==> src/source/fifo.sv <==
`timescale 1ns/1ps

module fifo #(
    parameter int WIDTH = 32,
    parameter int LOGDEPTH = 4
) (
    input  logic             clk,
    input  logic             write_counter_rst,
    input  logic             enq_valid,
    input  logic [WIDTH-1:0] enq_data,
    output logic             enq_ready,
    output logic             deq_valid,
    output logic [WIDTH-1:0] deq_data,
    input  logic             deq_ready
);

    localparam logic [LOGDEPTH:0] DEPTH = 1 << LOGDEPTH;

    logic [WIDTH-1:0] mem [DEPTH];
    logic [LOGDEPTH-1:0] wr_ptr;
    logic [LOGDEPTH-1:0] rd_ptr;
    logic [LOGDEPTH:0] count;
    logic enq_fire;
    logic deq_fire;

    assign enq_ready = (count != DEPTH);
    assign deq_valid = (count != '0);
    // head word shows without a read cycle
    assign deq_data = mem[rd_ptr];

    assign enq_fire = enq_valid & enq_ready;
    assign deq_fire = deq_valid & deq_ready;

    always_ff @(posedge clk) begin
        if (enq_fire) begin
            mem[wr_ptr] <= enq_data;
        end
    end

    always_ff @(posedge clk) begin
        if (write_counter_rst) begin
            wr_ptr <= '0;
            rd_ptr <= '0;
            count <= '0;
        end else begin
            if (enq_fire) begin
                wr_ptr <= wr_ptr + 1'b1;
            end
            if (deq_fire) begin
                rd_ptr <= rd_ptr + 1'b1;
            end
            case ({enq_fire, deq_fire})
                2'b10: count <= count + 1'b1;
                2'b01: count <= count - 1'b1;
                default: count <= count;
            endcase
        end
    end

endmodule

==> config.mk <==
export PLATFORM = sky130hd
export DESIGN_NAME = fifo
export DESIGN_NICKNAME = d
export VERILOG_FILES = /design/src/source/fifo.sv
export SDC_FILE = /design/constraint.sdc
export NUM_CORES = 1
export LEC_CHECK = 0
export ABC_CLOCK_PERIOD_IN_PS = 9400
export BUFFER_PORTS_ARGS = -buffer_cell sky130_fd_sc_hd__buf_2
export CORE_MARGIN = 5
export CORE_UTILIZATION = 54
export DETAILED_ROUTE_END_ITERATION = 8
export PLACE_DENSITY = 0.71
export SYNTH_ARGS = -nofsm -noshare
export SYNTH_HDL_FRONTEND = slang
export SYNTH_SLANG_ARGS = --single-unit
==> constraint.sdc <==
create_clock -name clk -period 9.4 [get_ports clk]
set_input_delay 0 -clock clk [delete_from_list [all_inputs] [get_ports clk]]
set_output_delay 0 -clock clk [all_outputs]
set_load 0.005 [all_outputs]
Word level (Yosys, flattened, before mapping)
Memories as Yosys holds them, arrays and structs flattened. A register that Yosys moved wholly into a read port is not among the register bits.
Cells that the tools add are included.
- output and inout port bits: 34
- memory bits (writable): 512
- register bits: 13
- memories: 1
- logic and storage cells: 20
- input bits: 36
- memories (name ; words ; width ; rd ports ; clocked after memory_dff ; write ports ; RTL line ; RTL):
    mem ; 16 ; 32 ; 1 ; 1 ; 1 ; 19 ; logic [WIDTH-1:0] mem [DEPTH];
- reductions and logical operators: 2
- multiplexer cells: 5
- bitwise operators: 2
- equal/unequal tests: 3
- add/sub/neg operators: 4
- operators by type and width (kind ; count):
    $pmux W5 S2 ; 1
    $add A4 B1 Y4 const B ; 2
    $mux W4 ; 2
    $add A5 B1 Y5 const B ; 1
    $ne A5 B5 Y1 const B ; 1
    $reduce_bool A5 Y1 ; 1
    $sub A5 B1 Y5 const B ; 1
    $and A1 B1 Y1 ; 2
    $eq A2 B1 Y1 const B ; 1
    $eq A2 B2 Y1 const B ; 1
    $mux W1 ; 2
    $reduce_bool A2 Y1 ; 1

Longest topological paths before layout
- depth in word-level cells: 4
- gate-level depth with buffers: 12
- depth with buffers taken out: 10

Least setup slack after synthesis
OpenSTA, ideal clock, no wires.
- path type: reg2reg
- start point: register count[2]
- end point: memory mem[0][0] (enable)
- arrival time: 3222 ps
- setup time: 461 ps
- path buffers: 1
- data required time: 8939 ps
- path slack: 5717 ps
- period minus slack after synthesis: 3683 ps
- stages on the path, launching flop included: 6
- path through: dfxtp_1 > buf_2 > nor4_1 > a21boi_2 > nand2_1 > nor3_1
- cells in the longest elaborated chain, start to end: 4
- RTL lines (what ; RTL line ; RTL):
    start: declaration ; 22 ; logic [LOGDEPTH:0] count;
    start signal: assignment ; 53 ; 2'b10: count <= count + 1'b1;
    start signal: assignment ; 54 ; 2'b01: count <= count - 1'b1;
    start signal: assignment ; 55 ; default: count <= count;
    $ne A5 B5 Y1 ; 26 ; assign enq_ready = (count != DEPTH);
    $and A1 B1 Y1 ; 31 ; assign enq_fire = enq_valid & enq_ready;
    $mux W1 ; 35 ; if (enq_fire) begin
    $mux W1 (not written as such) ; 36 ; mem[wr_ptr] <= enq_data;
    end: declaration ; 19 ;
No other way between the ends.

==> impl_metrics.yaml <==
finish:
  finalNonFillerCells: 1552
  utilization_pct: 62.8
  number_of_nets_at_the_end_of_the_flow: 1089
  register_area_um2: 15700
  area_delta_synth_final_pct: 14.4
  final.fill_count: 2459
  drive_above_1_share_pct: 28.5
  multi_input_comb_area_um2: 4330
critical_path:
  critPathTopFamily: "buffers and inverters"
  setup.worst_path.start_class: "flip-flop"
  critPathSlowestCell: "sky130_fd_sc_hd__dfxtp_4"
  r2r_depth: 9
  cp.required_ns: 9.40
  capturing_element_of_the_worst_setup_path: "deq_data[30]"
  critical_path_buf_inv_count: 2
  critPathArrivalTime_ns: 3.46
  worst-setup-path-type: "reg2out"
  worstReg2RegStart: "count[2]$_SDFFE_PP0P_"
  timing.critical_path.fanout_max: 67
  ff2ff_setup_slack_ns: 6.53
  worstSetupPathDepth: 5
  cp_cell_sequence: "buf_4 > mux4_2 > a22oi_1 > nand2_1 > buf_2"
  cp_slowest_stage_delay_ns: 0.95
  setup.worst_path.end_class: "output port"
  reg2reg_to: "count[4]$_SDFFE_PP0P_"
die:
  horizontal_extent_of_the_die_um: 203
  initial_core_util_pct: 54.9
  dieArea_um2: 41300
  core_area_um2: 36700
  die_height_um: 203
  placementRows: 70
  top_level_ports: 70
place:
  number_of_buffers_added_on_ports: 69
  detailedPlace.worstSlack_ns: 6.50
  global_placer_s_final_weighted_congestion: 0.723
  post-place-cells: 1423
  dpl.hpwl_mm: 20.6
power:
  ir_worst_vdd_mv: 0.148
  cellPowerDensity_nw_per_um2: 237
  leakagePower_nw: 7.37
route:
  drc: 0
  detail_route.first_pass.iterations: 5
  routed_vias_inst: 6.18
  route.detailed.wl_per_inst_um: 26.9
  wl_mm: 41.8
  initialDrtViolationCount: 739
  antenna_violating_nets_post_route: 0
  vias: 9597
sta:
  setup-violations-final: 0
  max-slew-margin-rel_pct: 30.2
  timing.final.crit_period_ns: 3.46
  tns_ns: 0
  final.period_utilization_pct: 36.8
  timing.fmax_mhz: 289
  timing_max_transition_violations_final: 0
  hold_violations: 0
  transition_time_at_the_pin_with_the_least_slew_margin_ns: 1.05
  final_hold_slack_ns: 0.305
  grt_setup_unrepaired: "false"
  clock-skew-final_ns: 0.0259
  setup_slack_ns: 5.94
clock_tree:
  clockRootBuffer: "sky130_fd_sc_hd__clkbuf_16"
  cts.htree.levels: 2
  clock_insertion_delay_worst_skew_ns: 0.61
  cts.path.max_buffers: 3
  cts_buffers: 52
  cts.clk_slew.worst_paths_ns: 0.07
  tritoncts: "yes"
  clkSinkCount: 529
outcome:
  status: "finished clean"
yosys:
  post-synth-top-area-fraction_pct: 76.2
  post_synth_instance_area_um2: 20200
  post_synth_fa_ha_maj_area_fraction_pct: 0.496
  compound_cell_area_share_of_the_yosys_netlist_pct: 3.33
  post-synth-top-area-cell: "sky130_fd_sc_hd__edfxtp_1"
  largest_family_of_logic_cells_by_synthesized_area: "multiplexers"
  syn-mean-instance-area_um2: 22.0
  muxShareOfSynthArea_pct: 14.4
  netlist-cell-type-count: 47
  yosys_most_used_dff: "sky130_fd_sc_hd__edfxtp_1"
  syn-instance-count: 915
  number_of_storage_elements_in_the_synthesis_netlist: 529
  yosys.area_share.xor_xnor_pct: 0.304
  synth_area_leaders: "sky130_fd_sc_hd__edfxtp_1 76%, sky130_fd_sc_hd__mux4_2 14%, sky130_fd_sc_hd__a22oi_1 2.4%"
  synth_seq_area_share_pct: 77.9
  synth-simple-area-share_pct: 2.23
  synthesis.yosys.warnings: 0
  synth.net_count: 959
  asyncSetResetFlopFracSynth_pct: 0
  synth_enable_flop_cells: 512
worst_hold_path:
  min_from: "enq_data[4]"
  worst_min_delay_path_category: "in2reg"
grt:
  grt_overflow: 0
  grt_use_total_pct: 20.5
  antenna_found_initial: 1
  grt_start_max_net_pins: 68
  grt_pass1_vias: 9985
  wire_length_of_the_first_global_routing_pass_mm: 62.8
job:
  max_cap_viol_count: 0
worst register-to-register path, cell delays in order (launching register included):
cell	delay, ns
sky130_fd_sc_hd__dfxtp_1	0.42
sky130_fd_sc_hd__or4_4	0.58
sky130_fd_sc_hd__o21ai_4	0.23
sky130_fd_sc_hd__inv_1	0.07
sky130_fd_sc_hd__ha_1	0.33
sky130_fd_sc_hd__xor2_1	0.20
sky130_fd_sc_hd__ha_1	0.24
sky130_fd_sc_hd__o31ai_1	0.36
sky130_fd_sc_hd__o22ai_1	0.14
sky130_fd_sc_hd__nand4bb_1	0.18
layout by cell type, fill, tap and decap left out, drive strengths merged, types with 3 or more instances in the layout:
cell,count
xor2,6
o21a,3
clkinv,22
nor2b,4
o211ai,3
a22oi,64
nor3,7
nand2,42
dlygate4sd3,36
mux4,128
inv,8
edfxtp,512
dfxtp,17
buf,92
nor2,26
mux2i,3
ha,8
clkbuf,67
power breakdown:
group | leakage, nW | total, W | switching (W) | internal, W
clock | 0.739 | 0.00188 | 0.000848 | 0.00103
combinational | 1.87 | 0.000817 | 0.000400 | 0.000417
sequential | 4.76 | 0.00276 | 0.0000839 | 0.00267
total | 7.37 | 0.00545 | 0.00133 | 0.00412
worst min path at each step:
stage                            end  depth (start not counted)
6_report        mem[13][4]$_DFFE_PP_                          2
5_1_grt         mem[13][4]$_DFFE_PP_                          2
2_1_floorplan    mem[0][0]$_DFFE_PP_                          0
3_5_place_dp   mem[14][27]$_DFFE_PP_                          1
4_1_cts         mem[13][4]$_DFFE_PP_                          2
3_3_place_gp   mem[12][10]$_DFFE_PP_                          1
routing by layer:
layer  global-route usage [%]  share of wire, %  up-vias
li1                         -                 -     4122
met1                     29.7                41     5093
met2                     33.1                50      322
met3                     3.47               6.8       60
met4                     5.88               2.1        0
met5                        0                 0        -
sequential cells by signal, summed over array words and instances, names as in the netlist, named ones only:
register	flops
mem	512
count	5
rd_ptr	4
wr_ptr	4
area by class of cell:
class	count	share of cell area, %
Inverter	6	0.0977
Antenna cell	1	0.0109
Multi-Input combinational cell	328	18.8
Clock buffer	67	5.98
Timing Repair Buffer	128	3.81
Tap cell	468	2.54
Sequential cell	529	68.2
Clock inverter	25	0.613
synthesized netlist by cell type (3+ instances only):
| cell | n |
|---|---|
| sky130_fd_sc_hd__edfxtp_1 | 512 |
| sky130_fd_sc_hd__nand2_1 | 42 |
| sky130_fd_sc_hd__xor2_1 | 6 |
| sky130_fd_sc_hd__buf_2 | 17 |
| sky130_fd_sc_hd__nor2_1 | 26 |
| sky130_fd_sc_hd__o21a_1 | 3 |
| sky130_fd_sc_hd__nor3_1 | 7 |
| sky130_fd_sc_hd__dfxtp_1 | 17 |
| sky130_fd_sc_hd__ha_1 | 8 |
| sky130_fd_sc_hd__inv_1 | 5 |
| sky130_fd_sc_hd__nor2b_1 | 4 |
| sky130_fd_sc_hd__buf_1 | 4 |
| sky130_fd_sc_hd__clkbuf_1 | 28 |
| sky130_fd_sc_hd__a22oi_1 | 64 |
| sky130_fd_sc_hd__mux2i_1 | 3 |
| sky130_fd_sc_hd__mux4_2 | 128 |
what timing repair did:
action	in CTS	in global routing
gates resized for setup	0	0
hold endpoints to repair	539	0
hold buffers	36	0
setup buffers	0	0
cell families after synthesis:
| family | count (synthesis) |
|---|---|
| AO/OA/AOI/OAI | 85 |
| XOR/XNOR | 7 |
| adder cells (fa/ha/maj) | 8 |
| buffers and inverters | 58 |
| flip-flops | 529 |
| multiplexers | 131 |
| AND/OR/NAND/NOR | 97 |
stage by stage:
step | area [µm²] | power [W]
global route | 23100 | 0.00567
CTS | 23100 | 0.00551
global placement | 21200 | 0.00361
floorplan | 20200 | 0.00337
finish | 23100 | 0.00545
detailed placement | 21200 | 0.00362
Note: power is estimated with default switching activity, not from simulation.
